<file path="src/verilog/mix_consts.svh">
`ifndef MIX_CONSTS_SVH
`define MIX_CONSTS_SVH

`define MIX_WORDS            8
`define MIX_XOR_SHIFT        16
`define MIX_SHR_A            17
`define MIX_SHR_B            12

`define MIX_DIFFUSE_DEFAULT  11   // rounds after reset
`define MIX_CHAIN_DEFAULT    16

// first scaling table
`define MIX_SCALE_MUL_0      2
`define MIX_SCALE_MUL_1      3
`define MIX_SCALE_MUL_2      5
`define MIX_SCALE_MUL_3      7
`define MIX_SCALE_MUL_4      11
`define MIX_SCALE_MUL_5      13
`define MIX_SCALE_MUL_6      17
`define MIX_SCALE_MUL_7      19
`define MIX_SCALE_ADD_0      3
`define MIX_SCALE_ADD_1      5
`define MIX_SCALE_ADD_2      7
`define MIX_SCALE_ADD_3      11
`define MIX_SCALE_ADD_4      13
`define MIX_SCALE_ADD_5      17
`define MIX_SCALE_ADD_6      19
`define MIX_SCALE_ADD_7      23

// second scaling table with index cubed as offset
`define MIX_CUBE_MUL_0       2
`define MIX_CUBE_MUL_1       3
`define MIX_CUBE_MUL_2       3
`define MIX_CUBE_MUL_3       3
`define MIX_CUBE_MUL_4       5
`define MIX_CUBE_MUL_5       13
`define MIX_CUBE_MUL_6       35
`define MIX_CUBE_MUL_7       87

`define MIX_REG_CTRL         8'h00
`define MIX_REG_STATUS       8'h04
`define MIX_REG_WORD_BASE    8'h20
`define MIX_REG_WORD_STRIDE  4

`endif

</file>
<file path="src/verilog/mix_pkg.sv">
`include "mix_consts.svh"

package mix_pkg;

    typedef logic [31:0] word_t;

    typedef word_t [`MIX_WORDS-1:0] state_t;   // 256 bits

    typedef enum logic [2:0] {
        OP_INJECT,
        OP_LINK,
        OP_ADDSUB,
        OP_XORSHIFT,
        OP_SHIFTMIX,
        OP_CHAIN,
        OP_SCALE,
        OP_CUBE
    } op_e;

    typedef enum logic [2:0] {
        PH_IDLE,
        PH_INJECT,
        PH_LINK,
        PH_DIFFUSE,
        PH_CHAIN,
        PH_SCALE,
        PH_CUBE
    } phase_e;

    typedef enum logic [1:0] {
        REG_CTRL,
        REG_STATUS,
        REG_WORD,
        REG_NONE
    } reg_addr_e;

endpackage

</file>
<file path="src/verilog/mix_ctrl_if.sv">
`timescale 1ns/1ns

interface mix_ctrl_if import mix_pkg::*; ();

    op_e        op;
    logic       step_en;     // apply op at next edge
    logic       cnt_load;
    logic [4:0] cnt_value;
    logic       cnt_dec;
    logic       cnt_last;    // one round left

    modport sequencer (
        output op, step_en, cnt_load, cnt_value, cnt_dec,
        input  cnt_last
    );

    modport counter (
        input  cnt_load, cnt_value, cnt_dec,
        output cnt_last
    );

    modport datapath (
        input  op, step_en
    );

endinterface

</file>
<file path="src/verilog/round_counter.sv">
`timescale 1ns/1ns

module round_counter (
    input  logic          clk,
    input  logic          rst_n,
    mix_ctrl_if.counter   ctrl
);

    logic [4:0] remaining;

    always_ff @(posedge clk) begin
        if (!rst_n) begin
            remaining <= 5'd0;
        end else if (ctrl.cnt_load) begin
            remaining <= ctrl.cnt_value;     // load wins over decrement
        end else if (ctrl.cnt_dec) begin
            remaining <= remaining - 5'd1;
        end
    end

    assign ctrl.cnt_last = (remaining == 5'd1);

endmodule
</file>
<file path="src/flat_wrapper.sv">
// flat-port wrapper written by rule: the top's interface ports become plain ports
module round_counter_flat 
  (clk, rst_n, ctrl_cnt_load, ctrl_cnt_value, ctrl_cnt_dec, ctrl_cnt_last);
  mix_ctrl_if ctrl_i ();
  input  logic clk;
  input  logic rst_n;
  input wire logic [$bits(ctrl_i.cnt_load)-1:0] ctrl_cnt_load;
  input wire logic [$bits(ctrl_i.cnt_value)-1:0] ctrl_cnt_value;
  input wire logic [$bits(ctrl_i.cnt_dec)-1:0] ctrl_cnt_dec;
  output wire logic [$bits(ctrl_i.cnt_last)-1:0] ctrl_cnt_last;
  assign ctrl_i.cnt_load = ctrl_cnt_load;
  assign ctrl_i.cnt_value = ctrl_cnt_value;
  assign ctrl_i.cnt_dec = ctrl_cnt_dec;
  assign ctrl_cnt_last = ctrl_i.cnt_last;
  round_counter u_core (.clk(clk), .rst_n(rst_n), .ctrl(ctrl_i));
endmodule
</file>
<file path="config.mk">
export PLATFORM = sky130hd
export DESIGN_NAME = round_counter_flat
export DESIGN_NICKNAME = d
export VERILOG_FILES = /design/src/verilog/mix_pkg.sv /design/src/verilog/mix_ctrl_if.sv /design/src/verilog/round_counter.sv /design/src/flat_wrapper.sv
export VERILOG_INCLUDE_DIRS = /design/src /design/src/verilog
export SDC_FILE = /design/constraint.sdc
export NUM_CORES = 1
export LEC_CHECK = 0
export ABC_AREA = 1
export BUFFER_PORTS_ARGS = -buffer_cell sky130_fd_sc_hd__buf_2
export CAP_MARGIN = 20
export CORE_AREA = 10 10 47 49
export CTS_CLUSTER_SIZE = 25
export DETAILED_ROUTE_END_ITERATION = 8
export DIE_AREA = 0 0 57 59
export GPL_TIMING_DRIVEN = 0
export SLEW_MARGIN = 30
export SYNTH_ARGS = -nofsm -noshare
export SYNTH_HDL_FRONTEND = slang
export SYNTH_SLANG_ARGS = --single-unit
</file>
<file path="constraint.sdc">
create_clock -name clk -period 1.4 [get_ports clk]
set_input_delay 0.14 -clock clk [delete_from_list [all_inputs] [get_ports clk]]
set_output_delay 0.14 -clock clk [all_outputs]
set_load 0.02 [all_outputs]
</file>
==> flow_summary.yaml <==
clocking:
  htree_levels: 1
  cts-root-buf: "clkbuf_4"
  clk_pin_slew_worst_paths_ns: 0.04
  clockBufferDepth: 2
  post-cts-setup-buffers: 0
  cts_tree: "done"
  post_cts_resized: 0
  clk_latency_ns: 0.24
  cts_made_buffers: 3
  ctsHoldBuffers: 0
  cts.sinks: 5
synth:
  synthesis.area_um2: 343
  synthesis.nets: 62
  syn_inst: 51
  netlist_top_cells_area: "dfxtp_1, nand2_1, inv_1"
  yosysWarningCount: 0
  synth_area_per_cell_um2: 6.72
  yosysTopAreaCell: "dfxtp_1"
  synth_top_area_share_pct: 29.2
  ys_ff_latch: 5
  yosysSeqAreaShare_pct: 29.2
  ys_types: 16
sta:
  timing.slew.headroom_pct: 88.1
  maxSlewViolCount: 0
  finalSetupViolations: 0
  fmax_mhz: 825
  rsz0062_at_grt: "no"
  worstMarginPinSlew_ns: 0.179
  timing.final.crit_share_pct: 86.6
  final.setup_skew_ns: 0.000243
  fin_crit_ns: 1.21
  tns_ns: 0
  finalHoldViolations: 0
pwr:
  ir_worst_vdd_mv: 0.343
  combPwrFrac_pct: 21.6
  intPower_mw: 0.302
  powerDensity_nw_per_um2: 973
  p_switching_mw: 0.115
  p_leak_nw: 0.230
  p_sw_share_pct: 27.6
  pwr-share-seq_pct: 39.7
  clkPwrFrac_pct: 38.7
drt:
  wirelength_um: 720
  drt_iter0_drc: 4
  routed_via_density: 4.16
  postRouteAntennaNets: 0
  wl_per_cell_um: 9.11
  drc: 0
  num_vias: 329
  first_pass_iters: 2
placement:
  port_buffers: 8
  dpl_cell_area_um2: 403
  dp_hpwl_um: 599
  gp_congestion: 0.817
finish:
  fin_nets: 75
  drive_gt1_share_pct: 25.4
  syn2layout_area_growth_pct: 25.2
  final_area_um2: 429
  largest_reg_flops: 5
  largest_register: "u_core.remaining"
  n_antenna_cell: 0
  reg_top3: "u_core.remaining (5)"
setup_path:
  cp.required_ns: 1.26
  crit_path_end_kind: "output pin"
  cp-startpoint: "u_core.remaining[1]"
  crit_path_start_kind: "register"
  crit_type: "reg -> out"
  ff2ff_setup_slack_ns: 0.27
  timing.rr.start: "u_core.remaining[0]"
  setup.worst_path.end: "ctrl_cnt_last"
  regToRegEndpoint: "u_core.remaining[2]"
  critPathArrivalTime_ns: 1.07
  reg2regPathDepth: 7
  critical_path.max_fanout: 3
floorplan:
  num_rows: 14
  die-area_um2: 3360
  io_pins: 10
  core-area_um2: 1400
  initial_core_util_pct: 24.5
  die_width_um: 57
  die_h_um: 59
global_routing:
  grt_pass1_vias: 316
  grt_max_degree: 9
  track_usage_pct: 4.52
  grt_overflow: 0
  grt_first_pass_wirelength_mm: 1.20
  grt_antenna_before_repair: 0
job:
  maxCapViolCount: 0
outcome:
  outcome: "complete, no violations"
hold_path:
  min-delay-path-class: "in -> reg"
-- layout by cell type, fill, tap and decap left out --
| cell type | Yosys | layout |
|---|---|---|
| nand2_1 | 16 | 16 |
| inv_1 | 8 | 8 |
| buf_2 | 0 | 8 |
| nand3_1 | 5 | 5 |
| dfxtp_1 | 5 | 5 |
| clkbuf_4 | 0 | 3 |
| nor2_1 | 2 | 2 |
| nor2_4 | 2 | 2 |
| a22oi_1 | 2 | 2 |
| a21oi_1 | 2 | 2 |
| ha_1 | 2 | 2 |
| nor2_2 | 1 | 1 |
| xor2_1 | 1 | 1 |
| buf_6 | 1 | 1 |
| inv_2 | 1 | 1 |
| a21boi_1 | 1 | 1 |
| nor3_1 | 1 | 1 |
| o21ai_1 | 1 | 1 |
| clkbuf_1 | 0 | 1 |
-- metal layers --
metal | global-route usage (%) | vias up | part of all wire (%)
li1 | - | 182 | -
met1 | 3.77 | 142 | 41
met2 | 7.91 | 3 | 54
met3 | 1.50 | 2 | 4.2
met4 | 5.03 | 0 | 0.83
met5 | 0 | - | 0
-- stage by stage --
stage	power, mW	utilization [%]	cells	setup slack (ns)	hold WS (ns)
finish	0.417	30.6	79	0.188	0.138
global route	0.447	30.6	79	0.0899	0.158
CTS	0.433	30.6	79	0.163	0.128
detailed placement	0.259	28.7	75	0.290	0.381
global placement	0.258	28.7	75	0.287	0.380
floorplan	0.233	-	51	0.365	0.238
-- final cells by class --
cell class                 instances  area, µm²
timing repair buffer               8       40.0
multi-input combinational         36        198
inverter                           9       33.8
clock buffer                       4       26.3
fill                             163        972
buffer                             1       11.3
tap                               16       20.0
sequential                         5        100
-- worst min path at each step --
stage | startpoint | end | slack [ns] | cells past startpoint
after floorplan | rst_n | u_core.remaining[0] | 0.24 | 2
after global placement | rst_n | u_core.remaining[0] | 0.38 | 3
after detailed placement | rst_n | u_core.remaining[0] | 0.38 | 3
after CTS | rst_n | u_core.remaining[0] | 0.13 | 3
after global routing | rst_n | u_core.remaining[0] | 0.16 | 3
final | rst_n | u_core.remaining[0] | 0.14 | 3
-- Yosys cell counts (all sizes together) --
cell type	count
nand2	16
inv	9
dfxtp	5
nand3	5
nor2	5
a21oi	2
a22oi	2
ha	2
a21boi	1
buf	1
nor3	1
o21ai	1
xor2	1
-- critical path: stages (launching register included) --
cell,delay (ns)
dfxtp_1,0.35
inv_1,0.07
ha_1,0.17
nand2_1,0.06
nor2_1,0.03
buf_2,0.15
-- power groups by stage --
stage	clock network (mW)	registers [mW]	logic (mW)
after floorplan	0	0.166	0.0672
after global placement	0	0.168	0.0901
after global routing	0.177	0.167	0.102
after CTS	0.175	0.165	0.0920
after detailed placement	0	0.168	0.0912
final	0.162	0.166	0.0901
-- cells by family after synthesis --
logic type | count (synthesis) | share of synthesized area (%)
AOI/OAI and AO/OA | 6 | 10.9
xor gates and xnor gates | 1 | 2.56
adders and majority gates | 2 | 7.30
buffers and inverters | 10 | 13.1
DFF | 5 | 29.2
and+or+nand+nor | 27 | 36.9
(Power assumes the default switching activity.)
