`config.mk`:
```
export PLATFORM = sky130hd
export DESIGN_NAME = mix_sequencer_flat
export DESIGN_NICKNAME = d
export VERILOG_FILES = /design/src/verilog/mix_pkg.sv /design/src/verilog/mix_ctrl_if.sv /design/src/verilog/mix_sequencer.sv /design/src/flat_wrapper.sv
export VERILOG_INCLUDE_DIRS = /design/src /design/src/verilog
export SDC_FILE = /design/constraint.sdc
export NUM_CORES = 1
export LEC_CHECK = 0
export ABC_CLOCK_PERIOD_IN_PS = 2400
export BUFFER_PORTS_ARGS = -buffer_cell sky130_fd_sc_hd__buf_2
export CAP_MARGIN = 20
export CORE_AREA = 2 2 39 41
export DETAILED_ROUTE_END_ITERATION = 10
export DIE_AREA = 0 0 41 43
export SYNTH_ARGS = -nofsm -noshare
export SYNTH_HDL_FRONTEND = slang
export SYNTH_SLANG_ARGS = --single-unit
```
`constraint.sdc`:
```
create_clock -name clk -period 2.4 [get_ports clk]
set_input_delay 0.48 -clock clk [delete_from_list [all_inputs] [get_ports clk]]
set_output_delay 0.48 -clock clk [all_outputs]
set_load 0.1 [all_outputs]
```
`src/verilog/mix_consts.svh`:
```
`ifndef MIX_CONSTS_SVH
`define MIX_CONSTS_SVH

`define MIX_WORDS            8
`define MIX_XOR_SHIFT        16
`define MIX_SHR_A            17
`define MIX_SHR_B            12

`define MIX_DIFFUSE_DEFAULT  11   // rounds after reset
`define MIX_CHAIN_DEFAULT    16

// first scaling table
`define MIX_SCALE_MUL_0      2
`define MIX_SCALE_MUL_1      3
`define MIX_SCALE_MUL_2      5
`define MIX_SCALE_MUL_3      7
`define MIX_SCALE_MUL_4      11
`define MIX_SCALE_MUL_5      13
`define MIX_SCALE_MUL_6      17
`define MIX_SCALE_MUL_7      19
`define MIX_SCALE_ADD_0      3
`define MIX_SCALE_ADD_1      5
`define MIX_SCALE_ADD_2      7
`define MIX_SCALE_ADD_3      11
`define MIX_SCALE_ADD_4      13
`define MIX_SCALE_ADD_5      17
`define MIX_SCALE_ADD_6      19
`define MIX_SCALE_ADD_7      23

// second scaling table with index cubed as offset
`define MIX_CUBE_MUL_0       2
`define MIX_CUBE_MUL_1       3
`define MIX_CUBE_MUL_2       3
`define MIX_CUBE_MUL_3       3
`define MIX_CUBE_MUL_4       5
`define MIX_CUBE_MUL_5       13
`define MIX_CUBE_MUL_6       35
`define MIX_CUBE_MUL_7       87

`define MIX_REG_CTRL         8'h00
`define MIX_REG_STATUS       8'h04
`define MIX_REG_WORD_BASE    8'h20
`define MIX_REG_WORD_STRIDE  4

`endif

```
`src/verilog/mix_pkg.sv`:
```
`include "mix_consts.svh"

package mix_pkg;

    typedef logic [31:0] word_t;

    typedef word_t [`MIX_WORDS-1:0] state_t;   // 256 bits

    typedef enum logic [2:0] {
        OP_INJECT,
        OP_LINK,
        OP_ADDSUB,
        OP_XORSHIFT,
        OP_SHIFTMIX,
        OP_CHAIN,
        OP_SCALE,
        OP_CUBE
    } op_e;

    typedef enum logic [2:0] {
        PH_IDLE,
        PH_INJECT,
        PH_LINK,
        PH_DIFFUSE,
        PH_CHAIN,
        PH_SCALE,
        PH_CUBE
    } phase_e;

    typedef enum logic [1:0] {
        REG_CTRL,
        REG_STATUS,
        REG_WORD,
        REG_NONE
    } reg_addr_e;

endpackage

```
`src/verilog/mix_ctrl_if.sv`:
```
`timescale 1ns/1ns

interface mix_ctrl_if import mix_pkg::*; ();

    op_e        op;
    logic       step_en;     // apply op at next edge
    logic       cnt_load;
    logic [4:0] cnt_value;
    logic       cnt_dec;
    logic       cnt_last;    // one round left

    modport sequencer (
        output op, step_en, cnt_load, cnt_value, cnt_dec,
        input  cnt_last
    );

    modport counter (
        input  cnt_load, cnt_value, cnt_dec,
        output cnt_last
    );

    modport datapath (
        input  op, step_en
    );

endinterface

```
`src/verilog/mix_sequencer.sv`:
```
`timescale 1ns/1ns

module mix_sequencer import mix_pkg::*; (
    input  logic             clk,
    input  logic             rst_n,
    input  logic             start,
    input  logic [3:0]       diffuse_rounds,
    input  logic [4:0]       chain_rounds,
    output logic             busy,
    output logic             done_pulse,
    mix_ctrl_if.sequencer    ctrl
);

    phase_e     phase;
    phase_e     phase_nxt;
    logic [1:0] sub;          // step inside a diffusion round
    logic [1:0] sub_nxt;

    always_ff @(posedge clk) begin
        if (!rst_n) begin
            phase <= PH_IDLE;
            sub   <= 2'd0;
        end else begin
            phase <= phase_nxt;
            sub   <= sub_nxt;
        end
    end

    assign busy         = (phase != PH_IDLE);
    assign ctrl.step_en = busy;

    always_comb begin
        phase_nxt      = phase;
        sub_nxt        = sub;
        ctrl.op        = OP_INJECT;
        ctrl.cnt_load  = 1'b0;
        ctrl.cnt_value = '0;
        ctrl.cnt_dec   = 1'b0;
        done_pulse     = 1'b0;
        case (phase)
            PH_IDLE: begin
                sub_nxt = 2'd0;
                if (start) phase_nxt = PH_INJECT;
            end
            PH_INJECT: phase_nxt = PH_LINK;
            PH_LINK: begin
                ctrl.op        = OP_LINK;
                ctrl.cnt_load  = 1'b1;
                ctrl.cnt_value = {1'b0, diffuse_rounds};
                phase_nxt      = PH_DIFFUSE;
            end
            PH_DIFFUSE: begin
                case (sub)
                    2'd0:    ctrl.op = OP_ADDSUB;
                    2'd1:    ctrl.op = OP_XORSHIFT;
                    default: ctrl.op = OP_SHIFTMIX;
                endcase
                if (sub == 2'd2) begin
                    sub_nxt = 2'd0;
                    if (ctrl.cnt_last) begin
                        ctrl.cnt_load  = 1'b1;   // chain count for next phase
                        ctrl.cnt_value = chain_rounds;
                        phase_nxt      = PH_CHAIN;
                    end else begin
                        ctrl.cnt_dec = 1'b1;
                    end
                end else begin
                    sub_nxt = sub + 2'd1;
                end
            end
            PH_CHAIN: begin
                ctrl.op = OP_CHAIN;
                if (ctrl.cnt_last) phase_nxt = PH_SCALE;
                else ctrl.cnt_dec = 1'b1;
            end
            PH_SCALE: begin
                ctrl.op   = OP_SCALE;
                phase_nxt = PH_CUBE;
            end
            PH_CUBE: begin
                ctrl.op    = OP_CUBE;
                done_pulse = 1'b1;       // last step of the job
                phase_nxt  = PH_IDLE;
            end
            default: phase_nxt = PH_IDLE;
        endcase
    end

endmodule

```
`src/flat_wrapper.sv`:
```
// flat-port wrapper written by rule: the top's interface ports become plain ports
module mix_sequencer_flat import mix_pkg::*;
  (clk, rst_n, start, diffuse_rounds, chain_rounds, busy, done_pulse, ctrl_op, ctrl_step_en, ctrl_cnt_load, ctrl_cnt_value, ctrl_cnt_dec, ctrl_cnt_last);
  mix_ctrl_if ctrl_i ();
  input  logic clk;
  input  logic rst_n;
  input  logic start;
  input  logic [3:0] diffuse_rounds;
  input  logic [4:0] chain_rounds;
  output logic busy;
  output logic done_pulse;
  output wire logic [$bits(ctrl_i.op)-1:0] ctrl_op;
  output wire logic [$bits(ctrl_i.step_en)-1:0] ctrl_step_en;
  output wire logic [$bits(ctrl_i.cnt_load)-1:0] ctrl_cnt_load;
  output wire logic [$bits(ctrl_i.cnt_value)-1:0] ctrl_cnt_value;
  output wire logic [$bits(ctrl_i.cnt_dec)-1:0] ctrl_cnt_dec;
  input wire logic [$bits(ctrl_i.cnt_last)-1:0] ctrl_cnt_last;
  assign ctrl_op = ctrl_i.op;
  assign ctrl_step_en = ctrl_i.step_en;
  assign ctrl_cnt_load = ctrl_i.cnt_load;
  assign ctrl_cnt_value = ctrl_i.cnt_value;
  assign ctrl_cnt_dec = ctrl_i.cnt_dec;
  assign ctrl_i.cnt_last = ctrl_cnt_last;
  mix_sequencer u_core (.clk(clk), .rst_n(rst_n), .start(start), .diffuse_rounds(diffuse_rounds), .chain_rounds(chain_rounds), .busy(busy), .done_pulse(done_pulse), .ctrl(ctrl_i));
endmodule
```
==> results by group, run 1 <==
Timing
  • Setup WS post-layout: 0.1345 ns
  • Final setup fails: 0
  • Worst hold margin: 0.5416 ns
  • RSZ-0062 raised after global routing: false
  • Post-layout min period: 2.266 ns
  • Fmax achieved: 441.4 MHz
  • Pins over their slew limit: 0
  • Final worst-path cycle share: 94.40%
  • Relative slew margins: 67.79%
  • Clock Skew: 0.0009834 ns
  • Worst Tran Pin Value: 0.4865 ns
  • Hold Vio Cnt, Final: 0

Power and ir drop
  • Internal power: 0.0001864 W
  • Seq pwr share: 27.4%
  • Clock Power Share: 25.5%
  • Maximum VDD drop: 0.0002898 V
  • Switching share of power: 48.52%
  • Pwr dens: 643.3 nW/um^2
  • Leakage: 0.2752 nW
  • Comb power frac: 47.1%
  • Net Sw Power: 0.0001757 W

Clocking
  • TritonCTS clock tree: done
  • Post CTS Setup Buffer Count: 0
  • Cts bufs inserted: 3
  • Clock Latency Late Sink: 0.23 ns
  • Clock Path Buffers: 2
  • Clock Sinks: 5
  • H-tree Lvls: 1
  • Clk pin slew, worst setup/hold paths: 0.04 ns
  • Clock Root Buffer: clkbuf_4

Setup path
  • Worst setup EP type: primary output
  • Reg2Reg Setup Slack: 1.21 ns
  • Required time of the critical path: 1.92 ns
  • FF-to-FF path depth: 3
  • CP Class: flip-flop to primary output
  • Reg-to-reg startpoint: u_core.phase[2]
  • Slowest-stage cell, CP: dfxtp_1
  • Cell breakdown of the critical path: and2b_1 -> and3_4 -> and2_1 -> buf_2
  • Slowest cell delay on critical path: 0.51 ns
  • Critical path peak fanout: 12
  • R2r endpoint: u_core.sub[1]
  • Crit path DAT: 1.79 ns
  • CP startpoint kind: flip-flop

Synthesis
  • Post-Syn Area: 406.6 um^2
  • Synth Area per Inst: 7.820 um^2
  • Largest cells by area after synthesis: dfxtp_1 (25%), a22o_1 (8.6%), a21oi_1 (4.9%), o22ai_1 (4.6%), nand2_1 (3.7%)
  • FF+latch count, synth: 5
  • Synth cell types: 29
  • Warnings, synthesis: 0
  • Most frequent cell after synthesis: dfxtp_1
  • Synth top area share: 24.62%
  • Share of flip-flops with an asynchronous set or reset: 0%
  • Synth top cells by count: dfxtp_1 (5), a21oi_1 (4), a22o_1 (4), nand2_1 (4), nor2_1 (4)
  • Main flop type after synthesis: dfxtp_1
  • Post-synth EDFFs: 0
  • Seq/Total Area, Yosys: 24.62%
  • Mapped Nets: 65
  • Synth area leader: dfxtp_1
  • Synth Instances: 52

Floorplan
  • Die area: 1763 um^2
  • Starting Density: 29.39%
  • Core Area: 1384 um^2
  • Std cell rows: 14
  • Die width: 41 um
  • I/O pin cnt: 26
  • Die Ht: 43 um

Drt
  • Drc violations: 0
  • Post-Route WL: 1.015 mm
  • DRT Pass-1 Iters: 4
  • DR vias: 478
  • DR WL/cell: 10.91 um
  • Drt via density: 5.140
  • Post-DRT Antenna Nets: 0
  • DRT iter0 DRCs: 9

Final layout
  • Final core area utilization: 40.69%
  • Nets: 91
  • Layout Cells excl Fill: 93
  • Layout cells sized above 1: 42.86%
  • Fill count: 151
  • Area Overhead vs Synth: 38.46%
  • N_diodes: 0

Worst hold path
  • Hold Path Stages: 3
  • Min-delay worst type: input port to flip-flop
  • Worst hold path startpoint: start
  • Hold path endpoint: u_core.phase[0]

Global routing
  • M1 GR Usage: 11.94%
  • Grt ovf: 0
  • Largest net degree at the start of global routing: 13
  • Total track usage: 11.76%
  • Met3 Usage GRT: 1.571%
  • Global-route wire length before repair: 1.428 mm
  • Met2 track demand over resource: 20.31%
  • Number of global-route vias before repair: 371
  • GR peak layer: met2
  • Initial antenna violation count: 0

Run
  • Max Cap Viol: 0

Outcome
  • Status: finished, final reports clean

Placement
  • Dpl hpwl: 806.7 um
  • GP Congestion: 0.7549
  • Buffers on Ports: 25
  • Placement Setup Slack: 0.3639 ns
  • Placed Instances: 89
==> flip-flops by register name, summed over array words and instances (netlist names) <==
name / cells
u_core.phase: 3
u_core.sub: 2
==> critical path, delay by kind of cell (launching register included) <==
| kind | cells | cell delay (ns) |
|---|---|---|
| buf+inv | 1 | 0.41 |
| flops | 1 | 0.51 |
| simple gates | 3 | 0.63 |
==> power groups by stage <==
stage | Combinational (W) | Sequential, W | Clock, W
floorplan | 0.000154 | 0.0000917 | 0
global placement | 0.000169 | 0.000100 | 0
detailed placement | 0.000169 | 0.000100 | 0
CTS | 0.000169 | 0.0000991 | 0.0000986
global route | 0.000179 | 0.000101 | 0.000102
finish | 0.000170 | 0.0000994 | 0.0000923
==> metal layers <==
layer  routed length [um]  up-vias
met5                    0        -
met4                    0        0
met3                  136        0
met1                  398      210
met2                  480       27
li1                     -      241
==> kinds of logic (layout without fill, tap and decap cells) <==
kind of cell,count (synthesis),count (layout),synth area share (%)
AND/OR/NAND/NOR,21,21,31.38
AO/OA/AOI/OAI,20,20,35.08
buffers and inverters,6,31,8.924
flip-flops,5,5,24.62
==> cell usage in the layout, fill, tap and decap left out <==
cell	n
clkbuf_1	1
buf_2	21
nand2b_1	2
a32o_1	1
a21oi_1	4
and2_1	1
and2b_1	1
nor2_2	1
or3_1	1
o22ai_1	3
a2bb2oi_1	1
o21ai_0	1
and3b_4	1
nand3_1	1
clkbuf_4	7
nor3b_1	1
o21ai_1	1
and3_2	1
dfxtp_1	5
o22a_1	1
nor2b_1	2
a22o_1	4
inv_1	2
a21boi_0	1
nor4bb_1	1
nand2_1	4
a21bo_2	1
nor2_1	3
a21o_1	1
and3_4	1
a31oi_1	1
==> worst max path at each step <==
stage / start / slack (ns) / end
3_3_place_gp: u_core.phase[0] / 0.39 / ctrl_cnt_value[4]
5_1_grt: u_core.phase[0] / 0.02 / ctrl_cnt_value[4]
2_1_floorplan: u_core.phase[2] / -0.05 / ctrl_cnt_load
6_report: u_core.phase[1] / 0.13 / ctrl_cnt_value[4]
3_5_place_dp: u_core.phase[1] / 0.36 / ctrl_cnt_value[0]
4_1_cts: u_core.phase[1] / 0.10 / ctrl_cnt_value[0]
==> timing repair <==
item / 4_1_cts / 5_1_grt
setup endpoints to repair: 0 / 4
hold buffers: 0 / 0
resized for setup: 0 / 4
==> per-stage QoR <==
step / cell area [um^2] / power (W) / setup TNS (ns)
5_1_grt: 563.0 / 0.0003816 / 0
3_3_place_gp: 526.8 / 0.0002690 / 0
6_report: 563.0 / 0.0003622 / 0
3_5_place_dp: 526.8 / 0.0002693 / 0
2_1_floorplan: 410.4 / 0.0002453 / -0.04634
4_1_cts: 553.0 / 0.0003665 / 0
==> cell type report <==
cell class	instances	area (um^2)	share of cell area (%)
multi-input combinational	41	274.0	48.67
sequential	5	100.1	17.78
inverter	2	7.507	1.333
timing repair buffer	25	135.1	24.00
tap	16	20.02	3.556
clock buffer	4	26.28	4.667
(Power assumes the default switching activity.)
==> run 2, diff against run 1 <==
Settings changed: ABC_CLOCK_PERIOD_IN_PS 2400 to 1900.
Clock period 2.4 ns to 1.9 ns, I/O delays scaled along.
==> run 2 against run 1 <==
Compared with the run above: total power is 39% higher; final area increased by 32%; clock power rose by 28%; sequential power up 26%; combinational power is 53% higher; count of clock-buffer cells in the layout is the same; clock skew grew 0.0030 ns; sequential share of layout area shrank 2.8 points; critical path type unchanged; critical endpoint is now ctrl_cnt_value[1].
==> results by group, run 2 (synthesis gave the netlist of run 1 again) <==
Setup path
  • CP Class: flip-flop to primary output
  • Worst setup EP type: primary output
  • Crit path DAT: 1.46 ns (-0.33 ns)
  • Critical path peak fanout: 8 (-4)
  • Required time of the critical path: 1.52 ns (-0.40 ns)
  • CP startpoint kind: flip-flop

Global routing
  • Number of global-route vias before repair: 403 (+8.6%)
  • Total track usage: 13.05% (+1.3 points)
  • Largest net degree at the start of global routing: 13 (unchanged)
  • Global-route wire length before repair: 1.600 mm (+12%)
  • Grt ovf: 0 (unchanged)
  • Initial antenna violation count: 0 (unchanged)

Drt
  • DRT iter0 DRCs: 7 (-2)
  • Post-Route WL: 1.128 mm (+11%)
  • DR vias: 487 (+1.9%)
  • Drt via density: 5.073 (-1.3%)
  • DRT Pass-1 Iters: 2 (-2)
  • Drc violations: 0 (unchanged)
  • Post-DRT Antenna Nets: 0 (unchanged)
  • DR WL/cell: 11.75 um (+7.7%)

Clocking
  • Cts bufs inserted: 3 (unchanged)
  • Clock Root Buffer: clkbuf_4
  • TritonCTS clock tree: done
  • Clock Sinks: 5 (unchanged)
  • Clock Latency Late Sink: 0.24 ns (about the same)
  • Clk pin slew, worst setup/hold paths: 0.04 ns (about the same)
  • Clock Path Buffers: 2 (unchanged)
  • H-tree Lvls: 1 (unchanged)

Timing
  • RSZ-0062 raised after global routing: false
  • Relative slew margins: 67.94% (+0.15 points)
  • Final setup fails: 0 (unchanged)
  • Pins over their slew limit: 0 (unchanged)
  • Post-layout min period: 1.837 ns
  • Hold Vio Cnt, Final: 0 (unchanged)
  • Total negative setup slack: 0 ns (unchanged)
  • Clock Skew: 0.003946 ns (+0.002963 ns)
  • Fmax achieved: 544.4 MHz
  • Final worst-path cycle share: 96.68%
  • Worst Tran Pin Value: 0.4842 ns (-0.002299 ns)

Floorplan
  • Core Area: 1384 um^2 (unchanged)
  • Die Ht: 43 um (unchanged)
  • Die area: 1763 um^2 (unchanged)
  • Die width: 41 um (unchanged)
  • I/O pin cnt: 26 (unchanged)
  • Starting Density: 29.39% (unchanged)
  • Std cell rows: 14 (unchanged)

Placement
  • GP Congestion: 0.8954 (+19%)
  • Buffers on Ports: 25 (unchanged)
  • Dpl hpwl: 888.4 um (+10%)

Power and ir drop
  • Leakage: 0.3227 nW (+17%)
  • Maximum VDD drop: 0.0003605 V (+24%)
  • Pwr dens: 674.9 nW/um^2 (+4.9%)

Final layout
  • Final core area utilization: 53.89% (+13 points)
  • Largest reg by FF count: u_core.phase
  • Area Overhead vs Synth: 83.38%
  • Registers with the most flip-flops: u_core.phase (3), u_core.sub (2)
  • Most common cell after layout, fill and taps aside: buf_2
  • N_diodes: 0 (unchanged)
  • Nets: 94 (+3.3%)
  • Flip-flop count of the largest register after layout: 3 (unchanged)
  • Most frequent cells in the layout: buf_2 (16), buf_12 (9), a22o_2 (4), nand2_1 (4), a21oi_1 (4)
  • Layout cells sized above 1: 65.00% (+22 points)

Worst hold path
  • Min-delay worst type: input port to flip-flop

Run
  • Max Cap Viol: 0 (unchanged)

Outcome
  • Status: finished, final reports clean
## run 2: area by class of cell
| class | count | area [um^2] |
|---|---|---|
| clock buffer | 4 | 26.28 |
| tap | 16 | 20.02 |
| multi-input combinational | 41 | 297.8 |
| timing repair buffer | 28 | 282.8 |
| inverter | 2 | 7.507 |
| fill | 124 | 638.1 |
| sequential | 5 | 111.4 |
## run 2: metal layers
layer	routed length, um	vias to the layer above	GRT usage (%)
met5	0	-	0
met4	10	0	7.333
met3	131	2	4.712
met2	529	23	19.38
met1	456	214	15.43
li1	-	248	-
## run 2: worst paths after layout
path / slack, ns / end / depth (start not counted) / start
worst max register to register: 0.82 / u_core.phase[2] / 4 / u_core.phase[2]
worst min register to register: 0.50 / u_core.sub[0] / 2 / u_core.sub[0]
worst max-delay path: 0.06 / ctrl_cnt_value[1] / 4 / u_core.phase[2]
worst min-delay path: 0.42 / u_core.phase[2] / 2 / rst_n
## run 2: what timing repair did
action,in CTS,in global routing
hold buffers,0,0
buffers inserted,0,2
setup endpoints to repair,5,5
gates resized for setup,3,7
## run 2: report_power, final
part           internal [W]  leakage [nW]  switching (W)
sequential         0.000111        0.0435      0.0000138
clock             0.0000791        0.0150      0.0000391
combinational     0.0000798         0.264       0.000181
total              0.000270         0.323       0.000233
## run 2: worst max-delay path: stages, from the launching register on
cell     delay [ns]
dfxtp_4        0.37
and2b_2        0.26
and3_4         0.19
a22o_2         0.23
buf_12         0.17
## run 2: stage by stage
stage | cells | area [um^2] | hold WS (ns) | power [W] | setup WS (ns)
2_1_floorplan | 52 | 427.9 | 0.4843 | 0.0003138 | -0.04078
3_3_place_gp | 90 | 686.9 | 0.5137 | 0.0003792 | 0.1706
3_5_place_dp | 90 | 686.9 | 0.5227 | 0.0003804 | 0.1514
4_1_cts | 94 | 716.9 | 0.4196 | 0.0005059 | 0.0003952
5_1_grt | 96 | 745.7 | 0.4130 | 0.0005350 | 0.006555
6_report | 96 | 745.7 | 0.4247 | 0.0005033 | 0.06300
