**config.mk**
```make
export PLATFORM = sky130hd
export DESIGN_NAME = apb_regs_flat
export DESIGN_NICKNAME = d
export VERILOG_FILES = /design/src/verilog/mix_pkg.sv /design/src/verilog/mix_state_if.sv /design/src/verilog/apb_regs.sv /design/src/flat_wrapper.sv
export VERILOG_INCLUDE_DIRS = /design/src /design/src/verilog
export SDC_FILE = /design/constraint.sdc
export NUM_CORES = 1
export LEC_CHECK = 0
export BUFFER_PORTS_ARGS = -buffer_cell sky130_fd_sc_hd__buf_2
export CORE_AREA = 3 3 148 150
export DETAILED_ROUTE_END_ITERATION = 8
export DIE_AREA = 0 0 151 153
export GPL_TIMING_DRIVEN = 0
export PLACE_DENSITY = 0.43
export SLEW_MARGIN = 10
export SYNTH_ARGS = -nofsm -noshare
export SYNTH_HDL_FRONTEND = slang
export SYNTH_SLANG_ARGS = --single-unit
```
**constraint.sdc**
```tcl
create_clock -name clk -period 5.1 [get_ports clk]
set_clock_uncertainty 0.05 [all_clocks]
set_input_delay 0.255 -clock clk [delete_from_list [all_inputs] [get_ports clk]]
set_output_delay 0.255 -clock clk [all_outputs]
set_load 0.02 [all_outputs]
```
**src/verilog/mix_consts.svh**
```systemverilog
`ifndef MIX_CONSTS_SVH
`define MIX_CONSTS_SVH

`define MIX_WORDS            8
`define MIX_XOR_SHIFT        16
`define MIX_SHR_A            17
`define MIX_SHR_B            12

`define MIX_DIFFUSE_DEFAULT  11   // rounds after reset
`define MIX_CHAIN_DEFAULT    16

// first scaling table
`define MIX_SCALE_MUL_0      2
`define MIX_SCALE_MUL_1      3
`define MIX_SCALE_MUL_2      5
`define MIX_SCALE_MUL_3      7
`define MIX_SCALE_MUL_4      11
`define MIX_SCALE_MUL_5      13
`define MIX_SCALE_MUL_6      17
`define MIX_SCALE_MUL_7      19
`define MIX_SCALE_ADD_0      3
`define MIX_SCALE_ADD_1      5
`define MIX_SCALE_ADD_2      7
`define MIX_SCALE_ADD_3      11
`define MIX_SCALE_ADD_4      13
`define MIX_SCALE_ADD_5      17
`define MIX_SCALE_ADD_6      19
`define MIX_SCALE_ADD_7      23

// second scaling table with index cubed as offset
`define MIX_CUBE_MUL_0       2
`define MIX_CUBE_MUL_1       3
`define MIX_CUBE_MUL_2       3
`define MIX_CUBE_MUL_3       3
`define MIX_CUBE_MUL_4       5
`define MIX_CUBE_MUL_5       13
`define MIX_CUBE_MUL_6       35
`define MIX_CUBE_MUL_7       87

`define MIX_REG_CTRL         8'h00
`define MIX_REG_STATUS       8'h04
`define MIX_REG_WORD_BASE    8'h20
`define MIX_REG_WORD_STRIDE  4

`endif

```
**src/verilog/mix_pkg.sv**
```systemverilog
`include "mix_consts.svh"

package mix_pkg;

    typedef logic [31:0] word_t;

    typedef word_t [`MIX_WORDS-1:0] state_t;   // 256 bits

    typedef enum logic [2:0] {
        OP_INJECT,
        OP_LINK,
        OP_ADDSUB,
        OP_XORSHIFT,
        OP_SHIFTMIX,
        OP_CHAIN,
        OP_SCALE,
        OP_CUBE
    } op_e;

    typedef enum logic [2:0] {
        PH_IDLE,
        PH_INJECT,
        PH_LINK,
        PH_DIFFUSE,
        PH_CHAIN,
        PH_SCALE,
        PH_CUBE
    } phase_e;

    typedef enum logic [1:0] {
        REG_CTRL,
        REG_STATUS,
        REG_WORD,
        REG_NONE
    } reg_addr_e;

endpackage

```
**src/verilog/mix_state_if.sv**
```systemverilog
`timescale 1ns/1ns
`include "mix_consts.svh"

interface mix_state_if import mix_pkg::*; ();

    logic                         wr_en;   // seed write
    logic [$clog2(`MIX_WORDS)-1:0] idx;
    word_t                        wdata;
    state_t                       words;   // live bank contents

    modport master (
        output wr_en, idx, wdata,
        input  words
    );

    modport datapath (
        input  wr_en, idx, wdata,
        output words
    );

endinterface

```
**src/verilog/apb_regs.sv**
```systemverilog
`timescale 1ns/1ns
`include "mix_consts.svh"

module apb_regs import mix_pkg::*; (
    input  logic         clk,
    input  logic         rst_n,
    input  logic         psel,
    input  logic         penable,
    input  logic         pwrite,
    input  logic [7:0]   paddr,
    input  word_t        pwdata,
    output word_t        prdata,
    output logic         pready,
    output logic         pslverr,
    input  logic         busy,
    input  logic         done_pulse,
    output logic         start,
    output logic [3:0]   diffuse_rounds,
    output logic [4:0]   chain_rounds,
    mix_state_if.master  st
);

    reg_addr_e  kind;
    logic [7:0] word_off;
    logic [7:0] word_sel;
    logic       access;
    logic       ctrl_err;
    logic       word_err;
    logic       ctrl_wr;
    logic       done;

    // ~~~~~~~~~~~~~~~~~~~~~~~~~~~~~~~~~~~~~~~~~~~~~~~~~~~~~~~~~~~~~~~~~~~~~
    // address decode

    assign access   = psel & penable;
    assign word_off = paddr - `MIX_REG_WORD_BASE;
    assign word_sel = word_off / `MIX_REG_WORD_STRIDE;

    always_comb begin
        if (paddr == `MIX_REG_CTRL) begin
            kind = REG_CTRL;
        end else if (paddr == `MIX_REG_STATUS) begin
            kind = REG_STATUS;
        end else if (paddr >= `MIX_REG_WORD_BASE
                     && word_off < `MIX_WORDS * `MIX_REG_WORD_STRIDE
                     && word_off % `MIX_REG_WORD_STRIDE == 0) begin
            kind = REG_WORD;
        end else begin
            kind = REG_NONE;
        end
    end

    // ~~~~~~~~~~~~~~~~~~~~~~~~~~~~~~~~~~~~~~~~~~~~~~~~~~~~~~~~~~~~~~~~~~~~~
    // write checks

    assign ctrl_err = pwrite && kind == REG_CTRL
                      && (pwdata[11:8] == '0 || pwdata[20:16] == '0 || (pwdata[0] && busy));
    assign word_err = pwrite && kind == REG_WORD && busy;

    assign pready  = 1'b1;                  // no wait states
    assign pslverr = access & (ctrl_err | word_err | (kind == REG_NONE));

    assign ctrl_wr = access && pwrite && kind == REG_CTRL && !ctrl_err;
    assign start   = ctrl_wr & pwdata[0];

    assign st.wr_en = access && pwrite && kind == REG_WORD && !busy;
    assign st.idx   = word_sel[$clog2(`MIX_WORDS)-1:0];
    assign st.wdata = pwdata;

    always_ff @(posedge clk) begin
        if (!rst_n) begin
            diffuse_rounds <= 4'(`MIX_DIFFUSE_DEFAULT);
            chain_rounds   <= 5'(`MIX_CHAIN_DEFAULT);
            done           <= 1'b0;
        end else begin
            if (ctrl_wr) begin
                diffuse_rounds <= pwdata[11:8];
                chain_rounds   <= pwdata[20:16];
            end
            if (start) begin
                done <= 1'b0;
            end else if (done_pulse) begin
                done <= 1'b1;               // sticky until next start
            end
        end
    end

    always_comb begin
        prdata = '0;
        case (kind)
            REG_CTRL: begin
                prdata[11:8]  = diffuse_rounds;
                prdata[20:16] = chain_rounds;
            end
            REG_STATUS: begin
                prdata[0] = busy;
                prdata[1] = done;
            end
            REG_WORD: prdata = st.words[word_sel[$clog2(`MIX_WORDS)-1:0]];
            default:  prdata = '0;
        endcase
    end

endmodule

```
**src/flat_wrapper.sv**
```systemverilog
// flat-port wrapper written by rule: the top's interface ports become plain ports
module apb_regs_flat import mix_pkg::*;
  (clk, rst_n, psel, penable, pwrite, paddr, pwdata, prdata, pready, pslverr, busy, done_pulse, start, diffuse_rounds, chain_rounds, st_wr_en, st_idx, st_wdata, st_words);
  mix_state_if st_i ();
  input  logic clk;
  input  logic rst_n;
  input  logic psel;
  input  logic penable;
  input  logic pwrite;
  input  logic [7:0] paddr;
  input  word_t pwdata;
  output word_t prdata;
  output logic pready;
  output logic pslverr;
  input  logic busy;
  input  logic done_pulse;
  output logic start;
  output logic [3:0] diffuse_rounds;
  output logic [4:0] chain_rounds;
  output wire logic [$bits(st_i.wr_en)-1:0] st_wr_en;
  output wire logic [$bits(st_i.idx)-1:0] st_idx;
  output wire logic [$bits(st_i.wdata)-1:0] st_wdata;
  input wire logic [$bits(st_i.words)-1:0] st_words;
  assign st_wr_en = st_i.wr_en;
  assign st_idx = st_i.idx;
  assign st_wdata = st_i.wdata;
  assign st_i.words = st_words;
  apb_regs u_core (.clk(clk), .rst_n(rst_n), .psel(psel), .penable(penable), .pwrite(pwrite), .paddr(paddr), .pwdata(pwdata), .prdata(prdata), .pready(pready), .pslverr(pslverr), .busy(busy), .done_pulse(done_pulse), .start(start), .diffuse_rounds(diffuse_rounds), .chain_rounds(chain_rounds), .st(st_i));
endmodule
```
==> metrics list, run 1 <==
- Outcome: complete, no violations
- Counting every net in the synthesized netlist gives 575.
* Worst hold slack after final layout: 0.200 ns
* Insertion delay to the later sink of the worst-skew pair: 0.23 ns
* Final core utilization: 0.252
* Share of post-route cells with drive strength above 1: 0.778
- Relative to the synthesized area, the layout overhead comes to 72.3%.
- Synthesized netlist cell count: 267
- Wire length of the first global-routing pass: 24300 um
- The clock period could shrink to 3.23 ns.
- Data on the critical path arrives at its endpoint at 2.92 ns.
- N_diodes: 0
- Across the VDD grid, the largest voltage drop is 0.0000716 V.
- Dividing the final minimum period by the clock period gives 0.633.
* Post-CTS resize count: 0
* Initial Utilization: 0.146
* Die area: 23100 um2
* Vias after detailed routing: 3772
- Net Switching: 0.000188 W
- Of the synthesized area, sequential elements account for 0.0658.
- The worst hold path begins at pwdata[0].
* Cell internal pwr: 0.000393 W
- Number of remaining DRC errors: 0
- The worst setup path is launched from an input port.
- Achievable clock frequency: 310 MHz
- In this run the remaining antenna-violating nets after routing total 0.
* Count of flip-flops with a built-in enable after synthesis: 0
* Largest fanout on the critical path: 7
- Final Max Slew Viols: 0
- The critical path starts at paddr[6].
- Pin count of the biggest net entering global routing: 11
- FILL cells: 2309
* FF-to-FF Start: u_core.diffuse_rounds[3]
* CTS buffer count: 3
* Sequential cell fraction of total power: 0.137
- The die is 153 um tall.
* Power per unit of standard cell area: 111 nW/um2
* Comb pwr share: 0.630
- Setup violations remaining at the end of the flow were counted as 0.
* Worst EP required: 4.80 ns
* Clock network fraction of design power: 0.233
- Of the total power, the share spent switching nets is 0.323.
- Across every metal layer, demand over resource in global routing totals 0.139.
* Worst max-slew margin expressed relative to the limit: 0.607
- Pre-antenna DRT Iters: 4
- Multi-input logic area: 2420 um2
- Worst slack at placement: 1.86 ns
* Setup repair after global routing missed its margin: false
- The worst setup path is captured at an output pin.
- At the end of routability-driven placement, the weighted congestion stood at 0.783.
* Post-layout nets: 936
- Row generation in the floorplan step produced 53 rows.
* DRC violation total after the first TritonRoute iteration: 72
- Setup TNS: 0 ns
- After global routing the overflow that remains totals 0.
- The synthesized design contains 10 register bits.
- Type of the tightest min-delay check: input port to flip-flop
- The final number of hold-violating endpoints was 0.
* Post-Synthesis Mean Instance Area: 11.4 um2
- Max-cap violations in this run came to 0.
- Detailed placer's ending HPWL: 16000 um
* Horizontal die dimension: 151 um
- After synthesis, the netlist uses 36 different library cells.
- Initial antenna violation count: 2
- The Yosys step of the flow raised 0 warnings.
- Clock Tree Buf Depth: 2
- CTS built an H-tree with a depth of 1.
- Library cell used as clock root buffer: clkbuf_16
- Hold repair after CTS inserted 0 buffers.
- Actual slew at the worst max-slew pin: 0.590 ns
- Overall routed net length: 17500 um
- After synthesis the cells add up to 3040 um2.
* Min setup slack post-route: 1.87 ns
- Buffers added on ports: 356
* Async set-reset flop share out of synthesis: 0
- TritonCTS built the clock tree.
* Number of global-route vias before repair: 4066
- In this run the standard cell core region covers 20800 um2.
- Vias per inst: 4.19
- Clock transition at path regs: 0.04 ns
* Io pins: 383
- WL per Instance: 19.5 um
* Clock net sink count: 10
- The worst setup path is of the input port to output pin kind.
- Sequential standard cell area: 200 um2
- For this design the static power due to leakage is 2.67 nW.
- Ys flop type: dfxtp_1
* Post-CTS setup buffer count: 0
[power groups by stage]
| stage | combinational (W) | sequential [W] | clock (W) |
|---|---|---|---|
| 2_1_floorplan | 0.000201 | 0.0000806 | 0 |
| 3_3_place_gp | 0.000371 | 0.0000808 | 0 |
| 3_5_place_dp | 0.000374 | 0.0000808 | 0 |
| 4_1_cts | 0.000376 | 0.0000795 | 0.000138 |
| 5_1_grt | 0.000398 | 0.0000795 | 0.000141 |
| 6_report | 0.000366 | 0.0000795 | 0.000136 |
[synth_stat cells (3+ instances only)]
cell | instances | share of area
nor2b_1 | 22 | 0.045
mux2_2 | 9 | 0.033
clkbuf_1 | 5 | 0.0062
o311ai_1 | 3 | 0.0086
o21ai_0 | 9 | 0.015
dfxtp_1 | 10 | 0.066
ha_1 | 5 | 0.021
nand2_1 | 12 | 0.015
or4_1 | 3 | 0.0074
mux4_2 | 61 | 0.45
mux2i_1 | 28 | 0.092
inv_1 | 8 | 0.0099
buf_4 | 39 | 0.096
and2_1 | 3 | 0.0062
a21oi_1 | 3 | 0.0049
a22o_1 | 9 | 0.026
buf_2 | 11 | 0.018
nand3_1 | 3 | 0.0049
[worst paths after layout]
path,cells past startpoint,slack (ns),to
min,2,0.20,u_core.done
max,9,1.87,start
max reg2reg,2,4.37,u_core.diffuse_rounds[3]
min reg2reg,2,0.43,u_core.diffuse_rounds[2]
[critical path, cell delays in order]
cell and delay, ns:
buf_2 0.11, or4_1 0.57, or4_1 0.48, inv_1 0.11
ha_1 0.20, or4b_1 0.50, nor2_2 0.35, and2_1 0.19
buf_2 0.16
[logic make-up (layout without fill, tap and decap cells)]
logic type / count (synthesis) / count (layout) / synth area share
mux: 99 / 99 / 0.585
compound gates: 33 / 33 / 0.0830
buf+inv: 66 / 425 / 0.139
simple gates: 52 / 52 / 0.102
other cells: 1 / 1 / 0.00123
flops: 10 / 10 / 0.0658
fa+ha+maj: 5 / 5 / 0.0206
xor+xnor: 1 / 1 / 0.00288
[state kept, by name, indices dropped and copies added, names as in the netlist]
signal	cells
u_core.chain_rounds	5
u_core.diffuse_rounds	4
u_core.done	1
[metrics by stage]
stage	std cells	power, W	area, um2
after floorplan	267	0.000282	3040
after global placement	898	0.000452	5170
after detailed placement	898	0.000455	5170
after CTS	901	0.000593	5250
after global routing	901	0.000619	5250
final	901	0.000581	5250
[placed cells by master (no fill, tap or decap), types with 5 or more instances in the layout]
master | Yosys | layout
nor2b_1 | 22 | 22
mux4_2 | 61 | 61
inv_1 | 8 | 8
buf_2 | 11 | 367
mux2_2 | 9 | 9
o21ai_0 | 9 | 9
ha_1 | 5 | 5
buf_4 | 39 | 39
mux2i_1 | 28 | 28
nand2_1 | 12 | 12
dfxtp_1 | 10 | 10
a22o_1 | 9 | 9
clkbuf_1 | 5 | 5
[area by class of cell]
cell class | count | area share
Sequential cell | 10 | 0.0382
Inverter | 8 | 0.00573
Multi-Input combinational cell | 191 | 0.462
Timing Repair Buffer | 356 | 0.340
Tap cell | 275 | 0.0656
Clock buffer | 3 | 0.0143
Buffer | 58 | 0.0749
[per-layer routing]
layer	wire, um	GRT usage	vias to the layer above
met3	1470	0.0225	6
met5	0	0	-
met1	6440	0.158	1771
met2	9530	0.279	236
met4	82	0.00993	0
li1	-	-	1759
Note: power is estimated with default switching activity, not from simulation.
==> inputs of run 2 (changes only) <==
--- a/config.mk
+++ b/config.mk
@@ -7,11 +7,11 @@
 export NUM_CORES = 1
 export LEC_CHECK = 0
 export BUFFER_PORTS_ARGS = -buffer_cell sky130_fd_sc_hd__buf_2
-export CORE_AREA = 3 3 148 150
+export CORE_AREA = 3 3 150 152
 export DETAILED_ROUTE_END_ITERATION = 8
-export DIE_AREA = 0 0 151 153
+export DIE_AREA = 0 0 153 155
 export GPL_TIMING_DRIVEN = 0
-export PLACE_DENSITY = 0.43
+export PLACE_DENSITY = 0.42
 export SLEW_MARGIN = 10
 export SYNTH_ARGS = -nofsm -noshare
 export SYNTH_HDL_FRONTEND = slang
==> constraint.sdc (replaced) <==
create_clock -name clk -period 3 [get_ports clk]
set_clock_uncertainty 0.05 [all_clocks]
set_input_delay 0.15 -clock clk [delete_from_list [all_inputs] [get_ports clk]]
set_output_delay 0.15 -clock clk [all_outputs]
set_load 0.02 [all_outputs]
==> run 2 against run 1 <==
Hold slack worse by 0.085 ns. Final area is 0.50% higher. Sequential share of layout area hardly changed. Setup slack worse by 1.7 ns. Non-clock buffer count is 1 higher. Routed wire length is 0.10% lower. Via count is 0.13% higher. Largest power group unchanged.
==> metrics list, run 2 (synthesized netlist as in run 1, its figures left out) <==
- Clock net sink count: 10 (unchanged)
- Clock tree from TritonCTS: done
* Cell with the largest stage delay on the worst path: or4_1
* Power after layout: 0.00102 W (+76%)
- The number of buffers between clock root and the deepest sink is 2 (unchanged).
* Placed cell count: 898 (unchanged)
- Power per unit of standard cell area: 194 nW/um2 (+75%)
- Setup repair after global routing missed its margin: false
- Insertion delay to the later sink of the worst-skew pair: 0.24 ns (about the same)
- In this run the worst hold path is classified as input port to flip-flop.
- Worst setup EP type: output pin
- Comb pwr share: 0.606 (-0.024)
- Pre-antenna DRT Iters: 4 (unchanged)
* Sequential cell fraction of total power: 0.132 (-0.005)
- Crit start category: input port
* Final period demand of the worst path: 2.81 ns
* Final period util: 0.937
- The number of antenna violations at the first check in global routing is 0 (-2).
- Most flops, register: u_core.chain_rounds
- Outcome: complete, no violations
- Commonest non-fill, non-tap cell in the layout: buf_2
- Count of cell instances traversed by the critical path: 9 (unchanged)
- The floorplan die height is 155 um (+1.3%).
* Highest ir drop seen on vdd: 0.000122 V (+70%)
- Die area: 23700 um2 (+2.6%)
- Total track usage: 0.135 (-0.00433)
* FILL cells: 2364 (+2.4%)
- The row count is 53 (unchanged).
- Cell class contributing the biggest share of worst-path delay: simple AND/OR/NAND/NOR gates
- The final number of hold-violating endpoints came to 0 (unchanged).
- The H-tree level count came to 1 (unchanged).
- Clock network fraction of design power: 0.261 (+0.028)
- The net switching fraction of the power came to 0.318 (-0.00515).
* Library cell used as clock root buffer: clkbuf_16
- Vias after detailed routing: 3777 (+0.13%)
* Post-layout nets: 937 (+0.11%)
- The count of buffer and inverter cells on the critical path is 3 (unchanged).
- Share of post-route cells with drive strength above 1: 0.779 (about the same)
- DRC violation total after the first TritonRoute iteration: 100 (+39%)
- The number of failing setup endpoints in the final timing report came to 0 (unchanged).
- Following the worst setup path forward leads to its endpoint at start.
- The flip-flop count of the largest register after layout is 5 (unchanged).
- Number of global-route vias before repair: 3962 (-2.6%)
- The first-pass GRT wire length is 24400 um (+0.40%).
* WL per Instance: 19.4 um (-0.32%)
- The signal on the critical path passes through buf_2 -> or4_1 -> or4_1 -> inv_1 -> ha_1 -> or4b_1 -> nor2_4 -> and2_1 -> buf_2.
- Launching element of the worst setup path: paddr[6]
* Cts-stage hold buffer count: 0 (unchanged)
* Number of remaining DRC errors: 0 (unchanged)
* Highest-count cells in the layout ignoring fill and taps: buf_2 (367), mux4_2 (61), buf_4 (40)
- The clock-pin slew on the worst setup and hold paths came to 0.04 ns (about the same).
- Biggest registers after layout: u_core.chain_rounds (5), u_core.diffuse_rounds (4), u_core.done (1)
- The setup slack of the most critical reg-to-reg path came to 2.26 ns (-2.11 ns).
* Achievable clock frequency: 356 MHz
- Worst Path Class, Setup: input port to output pin
- The total congestion overflow after global routing came to 0 (unchanged).
- The actual slew at the worst max-slew pin came to 0.592 ns (+0.00240 ns).
- The required time reported for the critical path endpoint is 2.80 ns (-2.00 ns).
* Antenna Nets Post-Route: 0 (unchanged)
* Detailed placer's ending HPWL: 16000 um (+0.39%)
- Number of standard cells in the layout, taps in and fillers out: 903 (+0.22%)
- In this run the critical register-to-register path is launched from u_core.diffuse_rounds[0].
* Leakage power figure: 2.68 nW (+0.43%)
- The number of diodes was 0 (unchanged).
* Number of max-cap violations: 0 (unchanged)
* Io pins: 383 (unchanged)
* Cell internal pwr: 0.000697 W (+77%)
- The final routed wirelength across all metal layers is 17500 um (-0.10%).
- The count of buffers inserted at the top-level ports was 356 (unchanged).
- Largest fanout on the critical path: 3 (-4)
* CTS buffer count: 3 (unchanged)
- The die width is 153 um (+1.3%).
* Pin count of the biggest net entering global routing: 11 (unchanged)
- Vias per inst: 4.18 (about the same)
- The final max-slew violation count is 0 (unchanged).
* Worst max-slew margin expressed relative to the limit: 0.605 (-0.00160)
- The worst stage delay on the critical path is 0.55 ns (-0.02 ns).
* Worst Reg-to-Reg Cells: 2 (unchanged)
* Floorplan Core Area: 21200 um2 (+1.6%)
- Area overhead of the layout relative to synthesis: 73.2%
* Initial Utilization: 0.144 (-0.00229)
- The critical path data arrival time is 2.61 ns (-0.31 ns).
- The last weighted congestion value of the routability-driven placer came to 0.803 (+2.5%).
- The net load switching power is 0.000325 W (+73%).
- The endpoint identified for the worst register-to-register timing path is u_core.diffuse_rounds[0].
==> run 2: area by class of cell <==
cell class / count / area (um2) / area share
well taps: 275 / 344 / 0.0653
inverters: 8 / 30.0 / 0.00570
repair buffers: 357 / 1790 / 0.339
plain buffers: 58 / 393 / 0.0745
multi-input cells: 191 / 2430 / 0.460
clock buffers: 4 / 88.8 / 0.0169
flip-flops and latches: 10 / 200 / 0.0380
==> run 2: metrics by stage <==
step,cell area (um2),hold slack [ns],setup WS [ns],utilization,setup TNS [ns]
after floorplan,3040,0.190,0.416,-,0
after global placement,5170,0.366,-0.114,0.244,-0.114
after detailed placement,5170,0.382,-0.129,0.244,-0.129
after CTS,5270,0.136,0.112,0.249,0
after global routing,5270,0.157,0.0720,0.249,0
final,5270,0.116,0.188,0.249,0
==> run 2: worst min-delay path by stage <==
| stage | startpoint | end | slack (ns) | depth (start not counted) |
|---|---|---|---|---|
| floorplan | pwdata[0] | u_core.done | 0.19 | 1 |
| global placement | done_pulse | u_core.done | 0.37 | 3 |
| detailed placement | pwdata[0] | u_core.done | 0.38 | 2 |
| CTS | pwdata[0] | u_core.done | 0.14 | 2 |
| global route | pwdata[0] | u_core.done | 0.16 | 2 |
| finish | pwdata[0] | u_core.done | 0.12 | 2 |
==> run 2: repair_timing <==
action | CTS | global route
setup buffers | 1 | 0
gates resized for setup | 1 | 0
endpoints found under the setup margin | 1 | 0
==> run 2: power by group through the flow <==
stage | clock network (W) | logic [W] | registers [W]
after global placement | 0 | 0.000629 | 0.000137
after floorplan | 0 | 0.000342 | 0.000137
after CTS | 0.000270 | 0.000635 | 0.000135
final | 0.000267 | 0.000620 | 0.000135
after detailed placement | 0 | 0.000633 | 0.000137
after global routing | 0.000279 | 0.000673 | 0.000135
==> run 2: per-layer routing <==
layer | global-route usage | up-vias | part of all wire
li1 | - | 1762 | -
met1 | 0.146 | 1765 | 0.35
met2 | 0.274 | 241 | 0.55
met3 | 0.0284 | 9 | 0.082
met4 | 0.0178 | 0 | 0.012
met5 | 0 | - | 0
==> inputs of run 3 (changes only) <==
--- a/config.mk
+++ b/config.mk
@@ -7,9 +7,9 @@
 export NUM_CORES = 1
 export LEC_CHECK = 0
 export BUFFER_PORTS_ARGS = -buffer_cell sky130_fd_sc_hd__buf_2
-export CORE_AREA = 3 3 150 152
+export CORE_AREA = 2 2 149 151
 export DETAILED_ROUTE_END_ITERATION = 8
-export DIE_AREA = 0 0 153 155
+export DIE_AREA = 0 0 151 153
 export GPL_TIMING_DRIVEN = 0
 export PLACE_DENSITY = 0.42
 export SLEW_MARGIN = 10
==> run 3 against run 2 <==
First-iteration DRC count is 20% lower. Via count down 0.90%. Flip-flop and latch count stayed put. Largest cell class unchanged. Critical endpoint unchanged. Non-clock buffer count unchanged.
==> metrics list, run 3 (synthesized netlist as in run 1, its figures left out) <==
* Wire length of the first global-routing pass: 24100 um (-1.3%)
* Clock Tree Buf Depth: 2 (unchanged)
- Type of the tightest min-delay check: input port to flip-flop
* Achievable clock frequency: 360 MHz (+1.1%)
- Antenna Nets Post-Route: 0 (unchanged)
- The DRC marker count from the first detailed-route iteration came to 80 (-20%).
- The net load switching power was 0.000320 W (-1.5%).
- Crit start category: input port
* Post-layout nets: 937 (unchanged)
- The number of primary I/O pins is 383 (unchanged).
- The power per unit of standard cell area is 193 nW/um2 (-0.68%).
- Worst setup EP type: output pin
- Switching power share of the total: 0.315 (-0.00312)
- Setup TNS: 0 ns (unchanged)
- Floorplan Core Area: 21500 um2 (+1.6%)
- The portion of total power attributed to the clock network came to 0.261 (about the same).
- Die height: 153 um (-1.3%)
- Clock tree from TritonCTS: done
* Clock net sink count: 10 (unchanged)
- The number of search-and-repair iterations in the first detailed-routing pass was 4 (unchanged).
- Number of max-cap violations: 0 (unchanged)
- Placed cell count: 903 (+0.56%)
* Setup repair after global routing missed its margin: false
* Library cell used as clock root buffer: clkbuf_16
- CTS buffer count: 3 (unchanged)
- Area overhead of the layout relative to synthesis: 73.4%
- Final period util: 0.927 (-0.0103)
- Final Max Slew Viols: 0 (unchanged)
* Outcome: complete, no violations
- Commonest non-fill, non-tap cell in the layout: buf_2
- Worst max-slew margin expressed relative to the limit: 0.576 (-0.0290)
- The maximum number of pins on one net before global-route repair came to 11 (unchanged).
- The H-tree level count was 1 (unchanged).
* Insertion delay to the later sink of the worst-skew pair: 0.24 ns (about the same)
* Die area: 23100 um2 (-2.6%)
- The setup slack after layout was 0.219 ns (+0.0310 ns).
* Horizontal die dimension: 151 um (-1.3%)
- Detailed placer's ending HPWL: 15800 um (-1.4%)
- Comb pwr share: 0.606 (about the same)
- The row count is 54 (+1.9%).
- The clock-pin slew on the worst setup and hold paths was 0.04 ns (about the same).
- The internal cell power is 0.000696 W (about the same).
* Leakage power figure: 2.68 nW (about the same)
- The count of buffers inserted at the top-level ports came to 356 (unchanged).
- Highest ir drop seen on vdd: 0.000136 V (+11%)
- The actual slew at the worst max-slew pin was 0.636 ns (+0.0435 ns).
- The number of antenna violations at the first check in global routing is 2 (+2).
- Worst slack at placement: -0.121 ns (+0.00845 ns)
* Worst Path Class, Setup: input port to output pin
- Final hold viol count: 0 (unchanged)
* Share of post-route cells with drive strength above 1: 0.779 (unchanged)
* Vias after detailed routing: 3743 (-0.90%)
- Total congestion overflow: 0 (unchanged)
- The register with the most flip-flops in the final layout is u_core.chain_rounds.
* Highest-count cells in the layout ignoring fill and taps: buf_2 (367), mux4_2 (61), buf_4 (40)
- The highest fanout seen on the critical path is 3 (unchanged).
* Placer's final routability congestion estimate: 0.768 (-4.3%)
- Number of remaining DRC errors: 0 (unchanged)
* Vias per inst: 4.12 (-1.6%)
* Initial Utilization: 0.142 (-0.00222)
- Setup-failing EPs final: 0 (unchanged)
- The required time reported for the critical path endpoint is 2.80 ns (about the same).
- Final period demand of the worst path: 2.78 ns (-0.0310 ns)
- The final routed wirelength across all metal layers was 17300 um (-1.1%).
* Flip-flop count of the largest register, all copies and words added: 5 (unchanged)
* Total track usage: 0.140 (+0.00483)
- The final non-filler cell total is 909 (+0.66%).
- Biggest registers after layout: u_core.chain_rounds (5), u_core.diffuse_rounds (4), u_core.done (1)
* Number of global-route vias before repair: 3929 (-0.83%)
- Worst endpoint data arrival time: 2.58 ns (-0.03 ns)
- The routed wire length per instance is 19.0 um (-1.8%).
- The power share of the sequential group was 0.133 (about the same).
run 3: power by group through the flow:
| stage | clock network, W | logic [W] | registers [W] |
|---|---|---|---|
| 2_1_floorplan | 0 | 0.000342 | 0.000137 |
| 3_3_place_gp | 0 | 0.000624 | 0.000137 |
| 3_5_place_dp | 0 | 0.000629 | 0.000137 |
| 4_1_cts | 0.000269 | 0.000631 | 0.000135 |
| 5_1_grt | 0.000273 | 0.000669 | 0.000135 |
| 6_report | 0.000266 | 0.000616 | 0.000135 |
run 3: worst paths after layout:
| check | slack, ns | end | depth (start not counted) | from |
|---|---|---|---|---|
| setup / recovery | 0.22 | start | 9 | paddr[6] |
| hold / removal | 0.10 | u_core.done | 2 | pwdata[0] |
| setup reg to reg | 2.27 | u_core.diffuse_rounds[0] | 2 | u_core.diffuse_rounds[0] |
| hold reg to reg | 0.44 | u_core.chain_rounds[2] | 2 | u_core.chain_rounds[2] |
run 3: cell type report:
class | count | area [um2]
repair buffers | 357 | 1790
flip-flops and latches | 10 | 200
inverters | 8 | 30.0
well taps | 280 | 350
multi-input cells | 191 | 2430
clock buffers | 4 | 88.8
diodes | 1 | 2.50
plain buffers | 58 | 393
fillers | 2423 | 16200
run 3: critical path: stages:
cell,delay [ns]
buf_2,0.10
or4_1,0.54
or4_1,0.52
inv_1,0.12
ha_1,0.21
or4b_1,0.52
nor2_4,0.13
and2_1,0.12
buf_2,0.16
run 3: layer usage:
metal	vias up	track usage	wire length, um	part of all wire
met2	239	0.282	9390	0.54
met1	1742	0.156	6420	0.37
met5	-	0	0	0
met3	2	0.0233	1490	0.086
met4	0	0.00935	14	0.00081
li1	1760	-	-	-
run 3: through the flow:
step                hold WS (ns)  power, W  utilization  cell area, um2
global route               0.131   0.00108        0.246            5280
floorplan                  0.190  0.000479            -            3040
CTS                        0.111   0.00103        0.246            5280
detailed placement         0.355  0.000766        0.241            5180
finish                     0.102   0.00102        0.246            5280
global placement           0.348  0.000762        0.241            5180
run 3: what timing repair did:
item,in CTS,in global routing
hold buffers,0,0
setup buffers,1,0
endpoints found under the setup margin,1,0
gates resized for setup,1,0
